`config.mk`:
```
export PLATFORM = sky130hd
export DESIGN_NAME = sat_counter_table
export DESIGN_NICKNAME = d
export VERILOG_FILES = /design/src/design/bp_pkg.sv /design/src/design/sat_counter_table.sv
export SDC_FILE = /design/constraint.sdc
export NUM_CORES = 1
export LEC_CHECK = 0
export BUFFER_PORTS_ARGS = -buffer_cell sky130_fd_sc_hd__buf_2
export CAP_MARGIN = 10
export CORE_ASPECT_RATIO = 1.1
export CORE_MARGIN = 5
export CORE_UTILIZATION = 55
export DETAILED_ROUTE_END_ITERATION = 10
export PLACE_DENSITY = 0.72
export SLEW_MARGIN = 20
export SYNTH_ARGS = -nofsm -noshare
export SYNTH_HDL_FRONTEND = slang
export SYNTH_SLANG_ARGS = --single-unit
```
`constraint.sdc`:
```
create_clock -name clk -period 2.25 [get_ports clk]
set_input_delay 0.1125 -clock clk [delete_from_list [all_inputs] [get_ports clk]]
set_output_delay 0.1125 -clock clk [all_outputs]
set_load 0.1 [all_outputs]
```
`src/design/bp_pkg.sv`:
```
`default_nettype none

package bp_pkg;

    // datapath and address width
    localparam int unsigned xlen = 32;

    // pc bits below this are always zero for rv32i without compressed
    localparam int unsigned pc_lsb = 2;

    // local side
    // history bits kept per table entry
    localparam int unsigned lhist_bits = 6;
    // history table index, pc[7:2]
    localparam int unsigned lht_index_bits = 6;

    // gshare side
    // global history length
    localparam int unsigned ghr_bits = 8;
    // shared by gshare pattern table and chooser, pc[9:2]
    localparam int unsigned gtable_index_bits = 8;

    // branch target buffer
    // index is pc[6:2]
    localparam int unsigned btb_index_bits = 5;
    // tag is pc[31:7]
    localparam int unsigned btb_tag_lsb = btb_index_bits + pc_lsb;
    localparam int unsigned btb_tag_bits = xlen - btb_tag_lsb;

    // 2-bit saturating counter encodings
    localparam int unsigned ctr_bits = 2;
    localparam logic [ctr_bits-1:0] ctr_strong_nt = 2'b00;
    localparam logic [ctr_bits-1:0] ctr_weak_nt = 2'b01;
    localparam logic [ctr_bits-1:0] ctr_weak_t = 2'b10;
    localparam logic [ctr_bits-1:0] ctr_strong_t = 2'b11;

    // pattern counters come out of reset weakly not taken
    // chooser comes out of reset leaning local
    localparam logic [ctr_bits-1:0] ctr_chooser_init = 2'b01;

    // counter at or above this value predicts taken
    // for the chooser it selects gshare
    localparam logic [ctr_bits-1:0] ctr_taken_min = ctr_weak_t;

endpackage

`default_nettype wire

```
`src/design/sat_counter_table.sv`:
```
`default_nettype none

module sat_counter_table
    import bp_pkg::*;
#(
    parameter int unsigned depth_bits = 6,
    parameter logic [ctr_bits-1:0] init_value = ctr_weak_nt
) (
    input  logic                  clk,
    input  logic                  rst_n,
    // read port a, lookup side
    input  logic [depth_bits-1:0] rd_index_a,
    output logic [ctr_bits-1:0]   rd_ctr_a,
    // read port b, resolve side
    input  logic [depth_bits-1:0] rd_index_b,
    output logic [ctr_bits-1:0]   rd_ctr_b,
    // training port
    input  logic                  upd_en,
    input  logic [depth_bits-1:0] upd_index,
    input  logic                  upd_taken
);

    // one 2-bit counter per entry
    logic [ctr_bits-1:0] ctrs [2**depth_bits];

    // current and next value of the entry being trained
    logic [ctr_bits-1:0] upd_ctr;
    logic [ctr_bits-1:0] upd_next;

    // reads see the array before this edge's update
    assign rd_ctr_a = ctrs[rd_index_a];
    assign rd_ctr_b = ctrs[rd_index_b];

    assign upd_ctr = ctrs[upd_index];

    // saturate at both ends
    always_comb begin
        upd_next = upd_ctr;
        if (upd_taken) begin
            if (upd_ctr != ctr_strong_t) begin
                upd_next = upd_ctr + ctr_bits'(1);
            end
        end else begin
            if (upd_ctr != ctr_strong_nt) begin
                upd_next = upd_ctr - ctr_bits'(1);
            end
        end
    end

    // all entries back to init on reset
    always_ff @(posedge clk) begin
        if (!rst_n) begin
            for (int i = 0; i < 2**depth_bits; i++) begin
                ctrs[i] <= init_value;
            end
        end else if (upd_en) begin
            ctrs[upd_index] <= upd_next;
        end
    end

endmodule

`default_nettype wire

```
==> results.py <==
metrics = {
    "synthesis": {
        "synth-seq-cells": 128,
        "async_flop_share_pct": 0,
        "synth_cells": 708,
        "synth.largest_area_cell": "edfxtp_1",
        "synth_area_leaders": "edfxtp_1, mux4_2, nand2_1",
        "syn_area_mm2": 0.00860,
        "synth_nets": 730,
        "ys.flop_type": "edfxtp_1",
        "avgSynthCellArea_um2": 12.1,
        "ys_seq_area_share_pct": 44.7,
        "yosysWarnings": 0,
        "synth_cell_types": 50,
        "synth_top_cell_area_share_pct": 44.7,
        "synth_edf_count": 128,
    },
    "min_path": {
        "hold_class": "in -> reg",
    },
    "sta": {
        "fin_skew_ps": 8.43,
        "final-hold-violation-count": 0,
        "fin_crit_ps": 2890,
        "setup_viol_count_final": 132,
        "maxSlewHeadroom_pct": 40.0,
        "fmax_ghz": 0.346,
        "period_share_pct": 129,
        "drv_slew": 0,
        "tightest_slew_ps": 899,
        "whs_ps": 270,
        "rsz0062_at_grt": "true",
        "fin_ws_ps": -642,
    },
    "pwr": {
        "intPower_mw": 5.60,
        "pwr-share-seq_pct": 35.5,
        "p_sw_mw": 2.10,
        "swShare_pct": 27.3,
        "clockPowerShare_pct": 40.2,
        "p_leak_nw": 3.91,
        "ir_drop_mv": 0.434,
        "power_density_mw_per_mm2": 661,
        "pwr-share-comb_pct": 24.3,
    },
    "layout": {
        "finalNonFillerCells": 1050,
        "layout_common_cells": "edfxtp_1, buf_4, nand2_1",
        "nNetsFinal": 860,
        "num_antenna_cells": 0,
        "largest_register_ff_count": 128,
        "regMostFlops": "ctrs",
        "top_regs": "ctrs (128)",
        "area_growth_pct": 35.6,
        "drive_above_1_share_pct": 54.1,
    },
    "cts": {
        "cts_tree": "done",
        "cts_buffers": 17,
        "clk-insertion-delay-late_ps": 420,
        "cts-root-buf": "clkbuf_16",
        "cts.sinks": 128,
        "htree_levels": 4,
        "clock_path_buffers": 2,
        "clkTransAtPathRegs_ps": 60,
    },
    "floorplanning": {
        "rows": 48,
        "die_w_um": 129,
        "top_level_ports": 26,
        "die_area_mm2": 0.0182,
        "die_h_um": 141,
        "core_area_mm2": 0.0156,
        "initial_core_util_pct": 55.3,
    },
    "setup_path": {
        "cp.required_ps": 2420,
        "cp_max_fo": 5,
        "endpoint_kind": "flop",
        "cp.arrival_ps": 3060,
        "crit_type": "reg -> reg",
        "worstSetupStartpointType": "flop",
    },
    "placed_design": {
        "io_buffers": 25,
        "gp_congestion": 0.968,
        "dp_hpwl_mm": 19.2,
        "placed_cells": 986,
        "dp_slack_ps": -502,
    },
    "route": {
        "antenna_left": 0,
        "vias": 7522,
        "drc": 0,
        "vias_per_cell": 7.16,
        "drt_iter0_drc": 1305,
        "drtPass1Iterations": 6,
        "drt_wl_total_mm": 30.9,
        "wl_per_cell_um": 29.4,
    },
    "global_routing": {
        "grt_max_degree": 28,
        "grtUsageTotal_pct": 34.2,
        "grt_pass1_wl_mm": 45.6,
        "antenna_found_initial": 0,
        "overflow": 0,
        "grt_pass1_vias": 7867,
    },
    "status": {
        "status": "complete, but fails checks",
        "failed_checks": "setup timing",
    },
    "job": {
        "cap_viol_max_count": 0,
    },
}
worst paths after layout:
path | startpoint | slack [ps] | cells after the start | to
worst max-delay path | ctrs[16][1] | -640 | 10 | ctrs[0][0]
worst min-delay path | upd_index[1] | 270 | 3 | ctrs[21][0]
worst max register to register | ctrs[16][1] | -640 | 10 | ctrs[0][0]
worst min register to register | ctrs[42][1] | 1680 | 8 | ctrs[31][0]
synth_stat cells, types with 3 or more instances:
master / number
nand3_2: 10
buf_4: 7
buf_2: 17
buf_6: 15
nor3_1: 10
o22ai_1: 6
mux4_2: 93
nor2b_1: 8
nand3b_1: 3
edfxtp_1: 128
inv_1: 5
a221o_1: 3
a221oi_1: 9
a21oi_1: 8
a211oi_1: 6
nor2_1: 71
clkbuf_1: 35
mux2_2: 3
o21ai_0: 13
nand2b_1: 3
nand2_1: 124
and3_1: 5
buf_1: 6
nand3_1: 65
mux2i_1: 21
through the flow:
stage          setup TNS (ps)  utilization [%]  power (mW)  area, µm²
2_1_floorplan           -5600                -        3.56       8660
3_3_place_gp           -54050             62.3        3.90       9700
3_5_place_dp           -58450             62.3        3.94       9700
4_1_cts                -54710             73.9        7.71      11500
5_1_grt                -84400             75.0        7.87      11700
6_report               -74900             75.0        7.71      11700
cell families (layout without fill, tap and decap cells):
group	after synthesis	count (layout)	synth area share [%]
muxes	117	117	27.2
AOI/OAI and AO/OA	60	60	4.96
DFF	128	128	44.7
buffers and inverters	86	228	5.80
and+or+nand+nor	315	315	17.1
adders and majority gates	2	2	0.247
worst max-delay path, cell delays in order, from the launching register on:
cell	delay, ps
edfxtp_1	450
mux2i_2	280
a211oi_2	130
o31a_1	290
a221o_1	330
nor4b_4	360
maj3_2	310
buf_6	140
buf_12	130
buf_16	130
nand3_2	80
power groups by stage:
| stage | registers (mW) | logic, mW | clock network (mW) |
|---|---|---|---|
| after floorplan | 2.75 | 0.808 | 0 |
| after global placement | 2.78 | 1.13 | 0 |
| after detailed placement | 2.78 | 1.16 | 0 |
| after CTS | 2.73 | 1.88 | 3.10 |
| after global routing | 2.74 | 1.91 | 3.22 |
| final | 2.74 | 1.87 | 3.10 |
metal layers:
metal	track usage (%)	part of all wire, %	up-vias
met2	54.7	48	652
met3	7.43	11	195
met1	39.9	32	3678
met4	26.1	8.4	0
li1	-	-	2997
met5	0	0	-
repair_timing:
action	in CTS	in global routing
buffers inserted	25	5
pin swaps	18	15
hold buffers	0	0
endpoints found under the setup margin	132	132
resized for setup	120	93
cloned	16	1
endpoints found under the hold margin	0	0
final cells by class:
class                           instances  area (µm²)
Clock buffer                           17         425
Clock inverter                         14         239
Fill cell                             860        3890
Inverter                                5        18.8
Multi-Input combinational cell        494        4970
Sequential cell                       128        3840
Tap cell                              200         250
Timing Repair Buffer                  192        1910
No activity file was read; power rests on OpenSTA's default activity.
