$ cat src/design/bp_pkg.sv
`default_nettype none

package bp_pkg;

    // datapath and address width
    localparam int unsigned xlen = 32;

    // pc bits below this are always zero for rv32i without compressed
    localparam int unsigned pc_lsb = 2;

    // local side
    // history bits kept per table entry
    localparam int unsigned lhist_bits = 6;
    // history table index, pc[7:2]
    localparam int unsigned lht_index_bits = 6;

    // gshare side
    // global history length
    localparam int unsigned ghr_bits = 8;
    // shared by gshare pattern table and chooser, pc[9:2]
    localparam int unsigned gtable_index_bits = 8;

    // branch target buffer
    // index is pc[6:2]
    localparam int unsigned btb_index_bits = 5;
    // tag is pc[31:7]
    localparam int unsigned btb_tag_lsb = btb_index_bits + pc_lsb;
    localparam int unsigned btb_tag_bits = xlen - btb_tag_lsb;

    // 2-bit saturating counter encodings
    localparam int unsigned ctr_bits = 2;
    localparam logic [ctr_bits-1:0] ctr_strong_nt = 2'b00;
    localparam logic [ctr_bits-1:0] ctr_weak_nt = 2'b01;
    localparam logic [ctr_bits-1:0] ctr_weak_t = 2'b10;
    localparam logic [ctr_bits-1:0] ctr_strong_t = 2'b11;

    // pattern counters come out of reset weakly not taken
    // chooser comes out of reset leaning local
    localparam logic [ctr_bits-1:0] ctr_chooser_init = 2'b01;

    // counter at or above this value predicts taken
    // for the chooser it selects gshare
    localparam logic [ctr_bits-1:0] ctr_taken_min = ctr_weak_t;

endpackage

`default_nettype wire

$ cat src/design/sat_counter_table.sv
`default_nettype none

module sat_counter_table
    import bp_pkg::*;
#(
    parameter int unsigned depth_bits = 6,
    parameter logic [ctr_bits-1:0] init_value = ctr_weak_nt
) (
    input  logic                  clk,
    input  logic                  rst_n,
    // read port a, lookup side
    input  logic [depth_bits-1:0] rd_index_a,
    output logic [ctr_bits-1:0]   rd_ctr_a,
    // read port b, resolve side
    input  logic [depth_bits-1:0] rd_index_b,
    output logic [ctr_bits-1:0]   rd_ctr_b,
    // training port
    input  logic                  upd_en,
    input  logic [depth_bits-1:0] upd_index,
    input  logic                  upd_taken
);

    // one 2-bit counter per entry
    logic [ctr_bits-1:0] ctrs [2**depth_bits];

    // current and next value of the entry being trained
    logic [ctr_bits-1:0] upd_ctr;
    logic [ctr_bits-1:0] upd_next;

    // reads see the array before this edge's update
    assign rd_ctr_a = ctrs[rd_index_a];
    assign rd_ctr_b = ctrs[rd_index_b];

    assign upd_ctr = ctrs[upd_index];

    // saturate at both ends
    always_comb begin
        upd_next = upd_ctr;
        if (upd_taken) begin
            if (upd_ctr != ctr_strong_t) begin
                upd_next = upd_ctr + ctr_bits'(1);
            end
        end else begin
            if (upd_ctr != ctr_strong_nt) begin
                upd_next = upd_ctr - ctr_bits'(1);
            end
        end
    end

    // all entries back to init on reset
    always_ff @(posedge clk) begin
        if (!rst_n) begin
            for (int i = 0; i < 2**depth_bits; i++) begin
                ctrs[i] <= init_value;
            end
        end else if (upd_en) begin
            ctrs[upd_index] <= upd_next;
        end
    end

endmodule

`default_nettype wire

$ cat src/design/gshare_predictor.sv
`default_nettype none

module gshare_predictor
    import bp_pkg::*;
(
    input  logic            clk,
    input  logic            rst_n,
    // lookup
    input  logic [xlen-1:0] predict_pc,
    output logic            global_taken,
    // resolve
    input  logic            resolve_valid,
    input  logic [xlen-1:0] resolve_pc,
    input  logic            resolve_taken,
    output logic            resolve_global_taken
);

    // global outcome history, newest in bit 0
    logic [ghr_bits-1:0] ghr;

    logic [gtable_index_bits-1:0] pred_index;
    logic [gtable_index_bits-1:0] res_index;
    logic [ctr_bits-1:0]          pred_ctr;
    logic [ctr_bits-1:0]          res_ctr;

    // pc hashed with history, both sides use the pre-edge ghr
    assign pred_index = predict_pc[gtable_index_bits+pc_lsb-1:pc_lsb] ^ ghr;
    assign res_index = resolve_pc[gtable_index_bits+pc_lsb-1:pc_lsb] ^ ghr;

    sat_counter_table #(
        .depth_bits (gtable_index_bits),
        .init_value (ctr_weak_nt)
    ) u_gshare_pht (
        .clk        (clk),
        .rst_n      (rst_n),
        .rd_index_a (pred_index),
        .rd_ctr_a   (pred_ctr),
        .rd_index_b (res_index),
        .rd_ctr_b   (res_ctr),
        .upd_en     (resolve_valid),
        .upd_index  (res_index),
        .upd_taken  (resolve_taken)
    );

    assign global_taken = (pred_ctr >= ctr_taken_min);
    assign resolve_global_taken = (res_ctr >= ctr_taken_min);

    // history moves only on resolve, never speculatively
    always_ff @(posedge clk) begin
        if (!rst_n) begin
            ghr <= '0;
        end else if (resolve_valid) begin
            ghr <= {ghr[ghr_bits-2:0], resolve_taken};
        end
    end

endmodule

`default_nettype wire

$ cat config.mk
export PLATFORM = sky130hd
export DESIGN_NAME = gshare_predictor
export DESIGN_NICKNAME = d
export VERILOG_FILES = /design/src/design/bp_pkg.sv /design/src/design/sat_counter_table.sv /design/src/design/gshare_predictor.sv
export SDC_FILE = /design/constraint.sdc
export NUM_CORES = 1
export LEC_CHECK = 0
export BUFFER_PORTS_ARGS = -buffer_cell sky130_fd_sc_hd__buf_2
export CAP_MARGIN = 20
export CELL_PAD_IN_SITES_DETAIL_PLACEMENT = 0
export CELL_PAD_IN_SITES_GLOBAL_PLACEMENT = 1
export CORE_MARGIN = 2
export CORE_UTILIZATION = 30
export DETAILED_ROUTE_END_ITERATION = 16
export PLACE_DENSITY = 0.51
export SLEW_MARGIN = 30
export SYNTH_ARGS = -nofsm -noshare
export SYNTH_HDL_FRONTEND = slang
export SYNTH_HIERARCHICAL = 1
export SYNTH_SLANG_ARGS = --single-unit
export TNS_END_PERCENT = 50
$ cat constraint.sdc
create_clock -name clk -period 6.87 [get_ports clk]
set_input_delay 0 -clock clk [delete_from_list [all_inputs] [get_ports clk]]
set_output_delay 0 -clock clk [all_outputs]
set_load 0.05 [all_outputs]
==> impl_results.md <==
- Status: complete, no violations
- Routed WL: 123 mm
- Die span in y: between 300 and 400 um
- DRT Pass-1 Iters: 5
- Share of total power in combinational logic: 0.179
- Crit start category: register
- Area of placed instances: 33400 um2
- Final Util: 0.338
- Clock Tree Root: clkbuf_16
- Max-Cap Viols: 0
- DP Wirelength: 79.0 mm
- Number of fill cells: 10200
- Sequential cell area: 15500 um2
- Final Critical Period: 5180 ps
- Total CTS buffers: 61
- CTS sink cnt: 520
- Reg-to-Reg Start: ghr[4]
- RSZ-0062 raised after global routing: no
- Clock Skew: 28.6 ps
- DR vias: roughly 24000
- Cell Rows: about 120
- Worst Hold Slack: a little under 80 ps
- CTS tree: done
- Final Hold Vio Count: 0
- Initial antenna violation count: 3
- CP Data Required Time: a little over 7000 ps
- Initial DRC Count: 2763
- Crit path kind: reg2reg
- CP arrival: 5530 ps
- Nets: ~2400
- DIE AREA: between 100000 and 150000 um2
- H-tree Lvls: 2
- Switching part of the total: 0.289
- Syn Inst Count: 2549
- Hold path cells: 4
- Slew of the pin with the lowest slew margin: 1060 ps
- Post CTS Setup Buffer Count: 0
- LEAKAGE: 10.0 nW
- Global-route met2 utilization: 0.349
- Area grow syn2layout: 11.9%
- Global route hottest layer: met2
- Core area: approximately 100000 um2
- N_diodes: 0
- Peak VDD IR: 0.188 mV
- Die W: roughly 330 um
- Slew headroom: 0.288
- Syn nets: 2617
- Final ANT Viol Nets: 0
- Hold Crit Start: resolve_pc[4]
- Period utilisation layout: 0.753
- Setup_tns: 0 ps
- Input/output buffers: 21
- YS warnings: 6
- PwrDens: roughly 240 nW/um2
- Final setup fails: 0
- Hold Crit Class: in2reg
- Drt drc: 0
- Register-to-Register Setup Slack: between 1500 and 2000 ps
- Syn avg cell area: approximately 12 um2
- IO Pins: 70
- Fin area: 35400 um2
- Fmax: 193 MHz
- Global route total overflow: 0
- R2R depth: 11
- Initial Utilization: 0.302
- NetSw: 2.44 mW
- Total power: ~8.4 mW
- First-pass GRT wire length: 176 mm
- Routed vias/inst: 6.21
- Final Max Tran Viols: 0
- Clock Tree Buf Depth: 3
- Clock latency at the later pin of the worst-skew pair: 670 ps
- Worst R2R End: u_gshare_pht/ctrs[80][0]
- GR Util met1: 0.316
- Clock Power Share: 0.396
- Global-route usage over all layers: 0.225
- WHS Endpoint: u_gshare_pht/ctrs[156][0]
- Crit end category: register
- Routed len/inst: roughly 32 um
- Clock transition at path regs: 70 ps
- Multi-input gate area: 14800 um2
- Share of cells above drive strength 1: 0.218
- M3 GR Usage: 0.0475
- Largest net degree at the start of global routing: 100
- Post-Syn Area: 31700 um2
- Crit-path max FO: 38
- Pint: approximately 6 mW
- Sequential power share: 0.425
- GP Congestion: between 0.8 and 0.9
- Vias in the first global route: about 23000
[per-layer routing]
layer | wire [um] | part of all wire | vias to the layer above
li1 | - | - | 9848
met1 | 52800 | 0.43 | 12400
met2 | 56400 | 0.46 | 1156
met3 | 10600 | 0.086 | 185
met4 | 3720 | 0.030 | 2
met5 | 9 | 0.000073 | -
[power groups by stage]
stage	sequential, mW	clock [mW]	combinational [mW]
final	3.59	3.35	1.51
after global routing	3.59	3.52	1.57
after CTS	3.59	3.41	1.49
after detailed placement	3.65	0	1.49
after global placement	3.65	0	1.48
after floorplan	3.63	0	0.960
[final cells by class]
cell class | count | share of cell area
Clock inverter | 39 | 0.0118
Sequential cell | 520 | 0.438
Clock buffer | 70 | 0.0446
Tap cell | 1391 | 0.0491
Timing Repair Buffer | 139 | 0.0380
Multi-Input combinational cell | 1636 | 0.417
Inverter | 5 | 0.000530
[worst max-delay path by stage]
| stage | startpoint | to | slack [ps] |
|---|---|---|---|
| 2_1_floorplan | ghr[1] | u_gshare_pht/ctrs[56][0] | 3350 |
| 3_3_place_gp | ghr[0] | u_gshare_pht/ctrs[51][0] | 1780 |
| 3_5_place_dp | ghr[0] | u_gshare_pht/ctrs[51][0] | 1780 |
| 4_1_cts | ghr[0] | resolve_global_taken | 1690 |
| 5_1_grt | ghr[0] | global_taken | 1520 |
| 6_report | ghr[4] | u_gshare_pht/ctrs[80][0] | 1690 |
[worst max-delay path: stages (launching register included)]
cell      delay (ps)
dfxtp_1          510
xor2_4           640
buf_4            500
nand2b_1         430
or2_2            680
o32ai_1          470
nor4b_1          110
buf_4            180
and4_1           320
nor2_4           540
buf_12           280
o211ai_1         130
[what timing repair did]
item / CTS / global route
endpoints found under the hold margin: 54 / 0
hold buffers: 4 / 0
resized for setup: 0 / 0
[per-stage QoR]
step,worst slack (ps),instances
finish,1690,3800
global route,1520,3800
CTS,1690,3800
detailed placement,1780,3687
global placement,1780,3685
floorplan,3350,2549
[flip-flops by register name (all words and copies together), names as in the netlist]
name               cells
u_gshare_pht/ctrs    512
ghr                    8
[cell usage in the layout, fill, tap and decap left out, types with 62 or more instances in the layout]
cell type,count
edfxtp_1,512
clkbuf_16,62
o211ai_1,154
mux2i_1,153
nor2_1,128
buf_4,85
nand2_1,118
o21ai_0,305
mux4_2,237
a211oi_1,175
Power figures use the tool's default switching activity.
