<file path="src/design/bp_pkg.sv">
`default_nettype none

package bp_pkg;

    // datapath and address width
    localparam int unsigned xlen = 32;

    // pc bits below this are always zero for rv32i without compressed
    localparam int unsigned pc_lsb = 2;

    // local side
    // history bits kept per table entry
    localparam int unsigned lhist_bits = 6;
    // history table index, pc[7:2]
    localparam int unsigned lht_index_bits = 6;

    // gshare side
    // global history length
    localparam int unsigned ghr_bits = 8;
    // shared by gshare pattern table and chooser, pc[9:2]
    localparam int unsigned gtable_index_bits = 8;

    // branch target buffer
    // index is pc[6:2]
    localparam int unsigned btb_index_bits = 5;
    // tag is pc[31:7]
    localparam int unsigned btb_tag_lsb = btb_index_bits + pc_lsb;
    localparam int unsigned btb_tag_bits = xlen - btb_tag_lsb;

    // 2-bit saturating counter encodings
    localparam int unsigned ctr_bits = 2;
    localparam logic [ctr_bits-1:0] ctr_strong_nt = 2'b00;
    localparam logic [ctr_bits-1:0] ctr_weak_nt = 2'b01;
    localparam logic [ctr_bits-1:0] ctr_weak_t = 2'b10;
    localparam logic [ctr_bits-1:0] ctr_strong_t = 2'b11;

    // pattern counters come out of reset weakly not taken
    // chooser comes out of reset leaning local
    localparam logic [ctr_bits-1:0] ctr_chooser_init = 2'b01;

    // counter at or above this value predicts taken
    // for the chooser it selects gshare
    localparam logic [ctr_bits-1:0] ctr_taken_min = ctr_weak_t;

endpackage

`default_nettype wire

</file>
<file path="src/design/branch_target_buffer.sv">
`default_nettype none

module branch_target_buffer
    import bp_pkg::*;
(
    input  logic            clk,
    input  logic            rst_n,
    // lookup
    input  logic [xlen-1:0] predict_pc,
    output logic            btb_hit,
    output logic [xlen-1:0] btb_target,
    // resolve
    input  logic            resolve_valid,
    input  logic [xlen-1:0] resolve_pc,
    input  logic            resolve_taken,
    input  logic [xlen-1:0] resolve_target
);

    // direct mapped, one way
    logic                    valid   [2**btb_index_bits];
    logic [btb_tag_bits-1:0] tags    [2**btb_index_bits];
    logic [xlen-1:0]         targets [2**btb_index_bits];

    logic [btb_index_bits-1:0] pred_index;
    logic [btb_tag_bits-1:0]   pred_tag;
    logic [btb_index_bits-1:0] res_index;
    logic [btb_tag_bits-1:0]   res_tag;
    logic                      fill;

    // index pc[6:2], tag pc[31:7]
    assign pred_index = predict_pc[btb_tag_lsb-1:pc_lsb];
    assign pred_tag = predict_pc[xlen-1:btb_tag_lsb];
    assign res_index = resolve_pc[btb_tag_lsb-1:pc_lsb];
    assign res_tag = resolve_pc[xlen-1:btb_tag_lsb];

    // lookup reads pre-edge contents
    assign btb_hit = valid[pred_index] && (tags[pred_index] == pred_tag);
    assign btb_target = targets[pred_index];

    // only taken branches allocate or refresh an entry
    assign fill = resolve_valid && resolve_taken;

    // valid bits are control state
    always_ff @(posedge clk) begin
        if (!rst_n) begin
            for (int i = 0; i < 2**btb_index_bits; i++) begin
                valid[i] <= 1'b0;
            end
        end else if (fill) begin
            valid[res_index] <= 1'b1;
        end
    end

    // tag and target storage
    always_ff @(posedge clk) begin
        if (fill) begin
            tags[res_index] <= res_tag;
            targets[res_index] <= resolve_target;
        end
    end

endmodule

`default_nettype wire

</file>
<file path="config.mk">
export PLATFORM = sky130hd
export DESIGN_NAME = branch_target_buffer
export DESIGN_NICKNAME = d
export VERILOG_FILES = /design/src/design/bp_pkg.sv /design/src/design/branch_target_buffer.sv
export SDC_FILE = /design/constraint.sdc
export NUM_CORES = 1
export LEC_CHECK = 0
export ABC_AREA = 1
export BUFFER_PORTS_ARGS = -buffer_cell sky130_fd_sc_hd__clkbuf_2
export CELL_PAD_IN_SITES_DETAIL_PLACEMENT = 0
export CELL_PAD_IN_SITES_GLOBAL_PLACEMENT = 1
export CORE_ASPECT_RATIO = 1.75
export CORE_MARGIN = 10
export CORE_UTILIZATION = 50
export CTS_CLUSTER_SIZE = 8
export DETAILED_ROUTE_END_ITERATION = 8
export PLACE_DENSITY_LB_ADDON = 0.1
export SYNTH_ARGS = -nofsm -noshare
export SYNTH_HDL_FRONTEND = slang
export SYNTH_SLANG_ARGS = --single-unit
</file>
<file path="constraint.sdc">
create_clock -name clk -period 4.45 [get_ports clk]
set_clock_uncertainty 0.05 [all_clocks]
set_input_delay 0.2225 -clock clk [delete_from_list [all_inputs] [get_ports clk]]
set_output_delay 0.2225 -clock clk [all_outputs]
set_load 0.005 [all_outputs]
</file>
==> results of run 1 <==
## state kept, by name (all words and copies together) (netlist names)
signal   flops
targets   1024
tags       800
valid       32
## power by group through the flow
stage	Combinational [mW]	Clock [mW]	Sequential [mW]
global route	2.37	19.1	19.4
global placement	2.09	0	19.7
CTS	2.17	18.3	19.4
floorplan	1.16	0	19.7
detailed placement	2.11	0	19.7
finish	2.15	18.1	19.4
## metrics by stage
stage	hold WS [ns]	instances	worst slack, ns
final	0.04072	7900	0.9443
after global routing	0.05836	7898	0.6899
after CTS	0.01340	7895	0.9607
after detailed placement	0.4043	7522	0.9658
after global placement	0.3944	7522	0.9212
after floorplan	0.2714	5762	0.9093
## worst max-delay path, stage by stage
cell	delay, ns
sky130_fd_sc_hd__buf_8	0.16
sky130_fd_sc_hd__inv_8	0.63
sky130_fd_sc_hd__buf_12	0.35
sky130_fd_sc_hd__nand3_1	0.12
sky130_fd_sc_hd__nand3_1	0.10
sky130_fd_sc_hd__nand2_1	0.06
sky130_fd_sc_hd__nand2_1	0.06
sky130_fd_sc_hd__nand3_1	0.20
sky130_fd_sc_hd__nand3b_1	0.23
sky130_fd_sc_hd__nand2_1	0.07
sky130_fd_sc_hd__nor2_1	0.23
sky130_fd_sc_hd__nand2_1	0.08
sky130_fd_sc_hd__nor2_1	0.08
sky130_fd_sc_hd__nand2_1	0.22
sky130_fd_sc_hd__nor2_1	0.20
sky130_fd_sc_hd__clkbuf_2	0.14
## cell families (layout without fill, tap and decap cells)
kind of cell / Yosys count / count (layout)
other: 0 / 5
AND/OR/NAND/NOR: 2586 / 2586
flip-flops: 1856 / 1856
AO/OA/AOI/OAI: 881 / 881
buffers and inverters: 439 / 702
## path summary, 6_finish.rpt
path | cells after the start | startpoint | endpoint
worst min register to register | 2 | valid[21] | valid[21]
worst max-delay path | 16 | predict_pc[3] | btb_hit
worst max register to register | 2 | valid[31] | valid[31]
worst min-delay path | 1 | resolve_pc[31] | tags[30][24]
## layer usage
layer | wire (um) | global-route usage [%]
met5 | 50 | 0
met4 | 7722 | 10.17
met3 | 12720 | 3.670
met2 | 112100 | 45.53
met1 | 84800 | 33.21
## layout by cell type (no fill, tap or decap), types with 70 or more instances in the layout
cell type	count
sky130_fd_sc_hd__o22ai_1	70
sky130_fd_sc_hd__nand3_1	749
sky130_fd_sc_hd__nor2_1	678
sky130_fd_sc_hd__nand2_1	1109
sky130_fd_sc_hd__o221ai_1	186
sky130_fd_sc_hd__clkbuf_2	123
sky130_fd_sc_hd__buf_4	96
sky130_fd_sc_hd__clkbuf_16	282
sky130_fd_sc_hd__edfxtp_1	1824
sky130_fd_sc_hd__o21ai_0	564
## cell type report
type / count / area (sq um) / area share (%)
Multi-Input combinational cell: 3467 / 16260 / 19.18
Inverter: 39 / 176.4 / 0.2080
Timing Repair Buffer: 347 / 3304 / 3.896
Clock inverter: 12 / 157.7 / 0.1859
Tap cell: 1870 / 2340 / 2.759
Sequential cell: 1856 / 55410 / 65.34
Antenna cell: 5 / 12.51 / 0.01475
Clock buffer: 304 / 7139 / 8.418
## repair_timing
| item | 4_1_cts | 5_1_grt |
|---|---|---|
| hold endpoints to repair | 1794 | 0 |
| setup endpoints to repair | 0 | 0 |
| hold buffers | 57 | 0 |
==> reports/qor.txt, run 1 <==
RUN STATUS
-----------------------------------------------------------------------------------------------------
Run status ............................................................................. finished, final reports clean

LOGIC SYNTHESIS
-----------------------------------------------------------------------------------------------------
Sequential share of the synthesized area ...............................................       75.54%
Number of nets in the synthesized netlist ..............................................         5862
Post-synthesis register bit count ......................................................         1856
Area fraction in compound gates after synthesis ........................................       7.270%
Dominant combinational cell family by area after synthesis ............................. simple AND/OR/NAND/NOR gates
Library cell with the highest instance count after synthesis ........................... sky130_fd_sc_hd__edfxtp_1
Synthesized cell area ..................................................................  73360 sq um
Avg Inst Size Synth ....................................................................  12.73 sq um
Area fraction in and, or, nand and nor cells after synthesis ...........................       14.57%
Yosys cell types .......................................................................           21
YS warnings ............................................................................            0
Dominant register cell in the synthesized netlist ...................................... sky130_fd_sc_hd__edfxtp_1
Area share of xor/xnor cells in the synthesized design .................................           0%
Fraction of post-synthesis cell area in the top cell type by area ......................       74.67%
Post-synth EDFFs .......................................................................         1824
Post-synthesis share of cell area spent on full adders, half adders and majority gates .           0%
Cell type with the largest total area after synthesis .................................. sky130_fd_sc_hd__edfxtp_1
Proportion of synthesized area in mux cells ............................................           0%
Syn Inst Count .........................................................................         5762
Top cells by area in the synthesized netlist ........................................... sky130_fd_sc_hd__edfxtp_1 75%, sky130_fd_sc_hd__nand2_1 5.7%, sky130_fd_sc_hd__nand3_1 5.1%
Post-synthesis async set-or-reset flop share ...........................................           0%
Most numerous cell types in the synthesized netlist .................................... 1824 x sky130_fd_sc_hd__edfxtp_1, 1109 x sky130_fd_sc_hd__nand2_1, 749 x sky130_fd_sc_hd__nand3_1

GLOBAL ROUTING
-----------------------------------------------------------------------------------------------------
Global route overflow ..................................................................            0
Maximum number of pins on one net before global-route repair ...........................          193
Number of antenna violations at the first check in global routing ......................            9
Tot GR Track Use .......................................................................       26.33%
Number of global-route vias before repair ..............................................        46522
Wire length of the first global-routing pass ...........................................    315600 um

POWER AND IR DROP
-----------------------------------------------------------------------------------------------------
Gate power share .......................................................................         5.4%
Total power ............................................................................     39.62 mW
PD cells ............................................................................... 467.2 nW/um^2
Maximum vdd drop .......................................................................  0.0003457 V
Share of total power in sequential cells ...............................................        48.9%
Switch Pwr .............................................................................     8.507 mW
Int Pwr ................................................................................     31.12 mW
Leakage power of the design ............................................................     28.80 nW
Power share of the clock group .........................................................        45.6%
Sw frac ................................................................................       21.47%

ROUTE
-----------------------------------------------------------------------------------------------------
Total length of routed wires ...........................................................    217300 um
Initial DRC Count ......................................................................         4560
Number of detailed-route iterations in the first pass ..................................            6
Antenna-violating nets left ............................................................            0
Routed length per instance .............................................................     27.51 um
DRC violations left ....................................................................            0
Number of vias per cell after detailed routing .........................................        6.073
Detailed-route via count ...............................................................        47977

CLOCK TREE
-----------------------------------------------------------------------------------------------------
CTS resizes ............................................................................            0
Sink count of the clock tree ...........................................................         1856
H-tree levels ..........................................................................            5
Worst-skew pair later-pin latency ......................................................      0.85 ns
Number of clock buffers inserted by TritonCTS ..........................................          281
Root buffer selected by CTS ............................................................ sky130_fd_sc_hd__clkbuf_16
Maximum buffer depth of the clock tree .................................................            4
Post-CTS Repair Setup Buffers ..........................................................            0
Clock transition at the registers of the reported paths ................................      0.05 ns
CTS tree ...............................................................................         done

PLACEMENT
-----------------------------------------------------------------------------------------------------
Input/output buffers ...................................................................          128
HPWL after detailed placement ..........................................................    112600 um
Placed standard-cell area ..............................................................  76930 sq um
RePlAce Congestion .....................................................................       0.7706

RUN
-----------------------------------------------------------------------------------------------------
Max cap viols ..........................................................................            0

STA
-----------------------------------------------------------------------------------------------------
Fin. Hold Viols ........................................................................            0
Slew at the pin closest to its max-slew limit ..........................................     1.179 ns
Fin crit share .........................................................................       78.78%
Final-layout setup total negative slack ................................................         0 ns
Crit path time final ...................................................................     3.506 ns
Headroom to the max-slew limit .........................................................       21.43%
Unrepaired setup endpoints after global routing ........................................           no
Highest Clock Rate .....................................................................    285.3 MHz
Final slew viol count ..................................................................            0
Setup violators final ..................................................................            0

DIE
-----------------------------------------------------------------------------------------------------
Ports ..................................................................................          133
Row count ..............................................................................          185
Die extent in y ........................................................................     526.7 um
Initial standard-cell utilization of the core ..........................................       50.38%
DIE WIDTH ..............................................................................     309.5 um
Core ar. ............................................................................... 145600 sq um
Die outline area ....................................................................... 163000 sq um

FINAL LAYOUT
-----------------------------------------------------------------------------------------------------
Non-Filler Cell Area, Final ............................................................  84810 sq um
Fill cell instance count of the final layout ...........................................        11489
Share of the core filled with cells in the final layout ................................       58.25%
Share of layout cells above drive strength 1 ...........................................       10.31%
Number of nets in the layout ...........................................................         6092
Area growth from synthesis to layout ...................................................       15.61%

CRITICAL PATH
-----------------------------------------------------------------------------------------------------
Category of the worst setup path launch point ..........................................   input port
Endpoint arrival time on the critical path .............................................      3.23 ns
Category of the worst setup path capture point ......................................... primary output
Worst reg2reg setup slack ..............................................................      3.79 ns
Worst Path Required ....................................................................      4.18 ns
Critical Setup Path Class .............................................................. input port to primary output
Maximum net fanout on the critical path ................................................          105

HOLD PATH
-----------------------------------------------------------------------------------------------------
Class of the most critical hold timing path ............................................ input port to flip-flop

No activity file was read; power rests on OpenSTA's default activity.
==> inputs of run 2 (changes only) <==
--- a/config.mk
+++ b/config.mk
@@ -11,7 +11,7 @@
 export CELL_PAD_IN_SITES_GLOBAL_PLACEMENT = 1
 export CORE_ASPECT_RATIO = 1.75
 export CORE_MARGIN = 10
-export CORE_UTILIZATION = 50
+export CORE_UTILIZATION = 47
 export CTS_CLUSTER_SIZE = 8
 export DETAILED_ROUTE_END_ITERATION = 8
 export PLACE_DENSITY_LB_ADDON = 0.1
==> constraint.sdc (replaced) <==
create_clock -name clk -period 2.9 [get_ports clk]
set_clock_uncertainty 0.05 [all_clocks]
set_input_delay 0.145 -clock clk [delete_from_list [all_inputs] [get_ports clk]]
set_output_delay 0.145 -clock clk [all_outputs]
set_load 0.005 [all_outputs]
==> run 2 against run 1 <==
Effect of this change: register-to-register slack got worse by 1.6 ns; core utilization fell by 2.6 points; sequential cell count unchanged; sequential share of layout area is 1.0 points lower; worst hold slack got worse by 0.036 ns; non-clock buffer count increased by 90; combinational power rose by 64%; largest power group unchanged.
==> reports/qor.txt, run 2 (synthesis results as in run 1) <==
CRITICAL PATH
-------------------------------------------------------------------------------------
Maximum net fanout on the critical path ................................            2   was 105
Path depth of the worst reg2reg path ...................................            2   unchanged
Timing startpoint of the critical path .................................  tags[3][11]   was predict_pc[3]
Worst reg2reg setup slack ..............................................      2.23 ns   was 3.79 ns
Critical Setup Path Class .............................................. flip-flop to primary output   was input port to primary output
Category of the worst setup path capture point ......................... primary output   unchanged
Endpoint of the most critical register-to-register path ................     valid[2]   was valid[31]
Category of the worst setup path launch point ..........................    flip-flop   was input port
RR Startpoint ..........................................................     valid[2]   was valid[31]
Endpoint arrival time on the critical path .............................      2.70 ns   was 3.23 ns
Endpoint of the most critical setup path ...............................      btb_hit   unchanged
Worst Path Required ....................................................      2.71 ns   was 4.18 ns

FINAL LAYOUT
-------------------------------------------------------------------------------------
Flip-flop count of the largest register after layout ...................         1024   unchanged
Share of layout cells above drive strength 1 ...........................       12.14%   was 10.31%
Fill cell instance count of the final layout ...........................        12662   was 11489
Non-Filler Cell Area, Final ............................................  86130 sq um   was 84810 sq um
Largest register by flop count .........................................      targets   unchanged
Leading cell types in the layout, fill and taps excluded ............... 1824 x sky130_fd_sc_hd__edfxtp_1, 1103 x sky130_fd_sc_hd__nand2_1, 732 x sky130_fd_sc_hd__nand3_1, 672 x sky130_fd_sc_hd__nor2_1, 563 x sky130_fd_sc_hd__o21ai_0   was 1824 x sky130_fd_sc_hd__edfxtp_1, 1109 x sky130_fd_sc_hd__nand2_1, 749 x sky130_fd_sc_hd__nand3_1, 678 x sky130_fd_sc_hd__nor2_1, 564 x sky130_fd_sc_hd__o21ai_0
Share of the core filled with cells in the final layout ................       55.62%   was 58.25%
Largest registers ...................................................... targets x1024, tags x800, valid x32   unchanged
Area growth from synthesis to layout ...................................       17.41%   was 15.61%
Number of nets in the layout ...........................................         6174   was 6092
Non-filler instance count after layout .................................         8153   was 7900
Most frequent standard cell in the layout excluding fill and tap cells . sky130_fd_sc_hd__edfxtp_1   unchanged

GLOBAL ROUTING
-------------------------------------------------------------------------------------
Number of antenna violations at the first check in global routing ......           11   was 9
Global route overflow ..................................................            0   unchanged
Maximum number of pins on one net before global-route repair ...........          121   was 193
Wire length of the first global-routing pass ...........................    323900 um   was 315600 um
Tot GR Track Use .......................................................       25.08%   was 26.33%
Number of global-route vias before repair ..............................        47610   was 46522

STA
-------------------------------------------------------------------------------------
Final slew viol count ..................................................            0   unchanged
Final-layout setup total negative slack ................................         0 ns   unchanged
Headroom to the max-slew limit .........................................       33.15%   was 21.43%
Highest Clock Rate .....................................................    346.0 MHz
Crit path time final ...................................................     2.890 ns
Unrepaired setup endpoints after global routing ........................          yes   was no
Fin crit share .........................................................       99.67%
Slew at the pin closest to its max-slew limit ..........................     1.002 ns   was 1.179 ns
Setup violators final ..................................................            0   unchanged
Worst Slack Setup Final ................................................  0.009637 ns   was 0.9443 ns
Post-Route Hold Slack ..................................................  0.004859 ns   was 0.04072 ns
Fin. Hold Viols ........................................................            0   unchanged

ROUTE
-------------------------------------------------------------------------------------
Routed length per instance .............................................     27.31 um   was 27.51 um
DRC violations left ....................................................            0   unchanged
Initial DRC Count ......................................................         4267   was 4560
Detailed-route via count ...............................................        48359   was 47977
Number of vias per cell after detailed routing .........................        5.931   was 6.073
Antenna-violating nets left ............................................            0   unchanged
Number of detailed-route iterations in the first pass ..................            6   unchanged
Total length of routed wires ...........................................    222700 um   was 217300 um

DIE
-------------------------------------------------------------------------------------
Die extent in y ........................................................     542.6 um   was 526.7 um
Die outline area ....................................................... 172900 sq um   was 163000 sq um
DIE WIDTH ..............................................................     318.6 um   was 309.5 um
Initial standard-cell utilization of the core ..........................       47.37%   was 50.38%
Row count ..............................................................          191   was 185
Core ar. ............................................................... 154900 sq um   was 145600 sq um
Ports ..................................................................          133   unchanged

POWER AND IR DROP
-------------------------------------------------------------------------------------
PD cells ............................................................... 709.6 nW/um^2   was 467.2 nW/um^2
Maximum vdd drop .......................................................  0.0005418 V   was 0.0003457 V
Leakage power of the design ............................................     29.39 nW   was 28.80 nW
Total power ............................................................     61.12 mW   was 39.62 mW

CLOCK TREE
-------------------------------------------------------------------------------------
H-tree levels ..........................................................            5   unchanged
Sink count of the clock tree ...........................................         1856   unchanged
Maximum buffer depth of the clock tree .................................            4   unchanged
Number of clock buffers inserted by TritonCTS ..........................          273   was 281
CTS tree ...............................................................         done   unchanged
Clock transition at the registers of the reported paths ................      0.05 ns   about the same
Worst-skew pair later-pin latency ......................................      0.80 ns   was 0.85 ns
Root buffer selected by CTS ............................................ sky130_fd_sc_hd__clkbuf_16   unchanged

PLACEMENT
-------------------------------------------------------------------------------------
Input/output buffers ...................................................          128   unchanged
HPWL after detailed placement ..........................................    115000 um   was 112600 um
Placed standard-cell area ..............................................  78110 sq um   was 76930 sq um
RePlAce Congestion .....................................................       0.7790   was 0.7706
Worst slack after detailed placement ...................................   -0.1087 ns   was 0.9658 ns
Placed cells ...........................................................         7769   was 7522

RUN
-------------------------------------------------------------------------------------
Max cap viols ..........................................................            0   unchanged

HOLD PATH
-------------------------------------------------------------------------------------
Class of the most critical hold timing path ............................ input port to flip-flop   unchanged

RUN STATUS
-------------------------------------------------------------------------------------
Run status ............................................................. finished, final reports clean   unchanged

==> run 2: cell count changes in the layout (fill, tap and decap cells not counted), sizes merged <==
cell / previous run / this run
clkbuf: 427 / 426
inv: 44 / 50
buf: 167 / 258
diode: 5 / 6
==> run 2: how the worst min path moves through the flow <==
stage	start	endpoint	slack, ns	depth (start not counted)
5_1_grt	resolve_pc[25]	tags[20][18]	0.04	1
6_report	resolve_pc[25]	tags[20][18]	0.005	1
2_1_floorplan	resolve_pc[7]	tags[0][0]	0.19	0
3_5_place_dp	rst_n	valid[28]	0.37	2
3_3_place_gp	rst_n	valid[24]	0.37	2
4_1_cts	resolve_pc[25]	tags[20][18]	0.004	1
==> run 2: per-layer routing <==
metal  track usage (%)  wire [um]  up-vias  part of all wire (%)
li1                  -          -    21638                     -
met2             43.48     112900     1648                    51
met4             8.649       6916        6                   3.1
met3             3.085      11970      386                   5.4
met1             32.30      90850    24681                    41
met5                 0         28        -                 0.013
==> run 2: what timing repair did <==
| action | 4_1_cts | 5_1_grt |
|---|---|---|
| setup buffers | 1 | 0 |
| gates resized for setup | 25 | 14 |
| endpoints found under the setup margin | 2 | 1 |
| hold endpoints to repair | 1753 | 0 |
| cloned | 0 | 0 |
| hold buffers | 57 | 0 |
| pin swaps | 16 | 12 |
==> run 2: area by class of cell <==
class                   instances  area (sq um)  share of cell area, %
clock inverters                18         232.7                 0.2702
diodes                          6         15.01                0.01743
inverters                      39         176.4                 0.2048
flip-flops and latches       1856         55410                  64.34
multi-input cells            3467         16410                  19.05
well taps                    2026          2535                  2.943
repair buffers                437          4290                  4.981
clock buffers                 304          7054                  8.191
==> run 2: power breakdown <==
group	leakage (nW)	internal, mW	switching [mW]
combinational	9.15	1.06	2.47
clock	3.57	17.0	10.8
sequential	16.7	29.7	0.0381
==> run 2: worst max-delay path, stage by stage, from the launching register on <==
cell	delay (ns)
sky130_fd_sc_hd__edfxtp_1	0.35
sky130_fd_sc_hd__nand2_1	0.07
sky130_fd_sc_hd__nand3_1	0.08
sky130_fd_sc_hd__nand3_1	0.12
sky130_fd_sc_hd__nand2_1	0.07
sky130_fd_sc_hd__nand2_1	0.08
sky130_fd_sc_hd__nand3_2	0.13
sky130_fd_sc_hd__nand3b_1	0.18
sky130_fd_sc_hd__nand2_1	0.09
sky130_fd_sc_hd__nor2_2	0.17
sky130_fd_sc_hd__nand2_1	0.06
sky130_fd_sc_hd__nor2_1	0.11
sky130_fd_sc_hd__nand2_2	0.14
sky130_fd_sc_hd__nor2_4	0.13
sky130_fd_sc_hd__buf_6	0.10
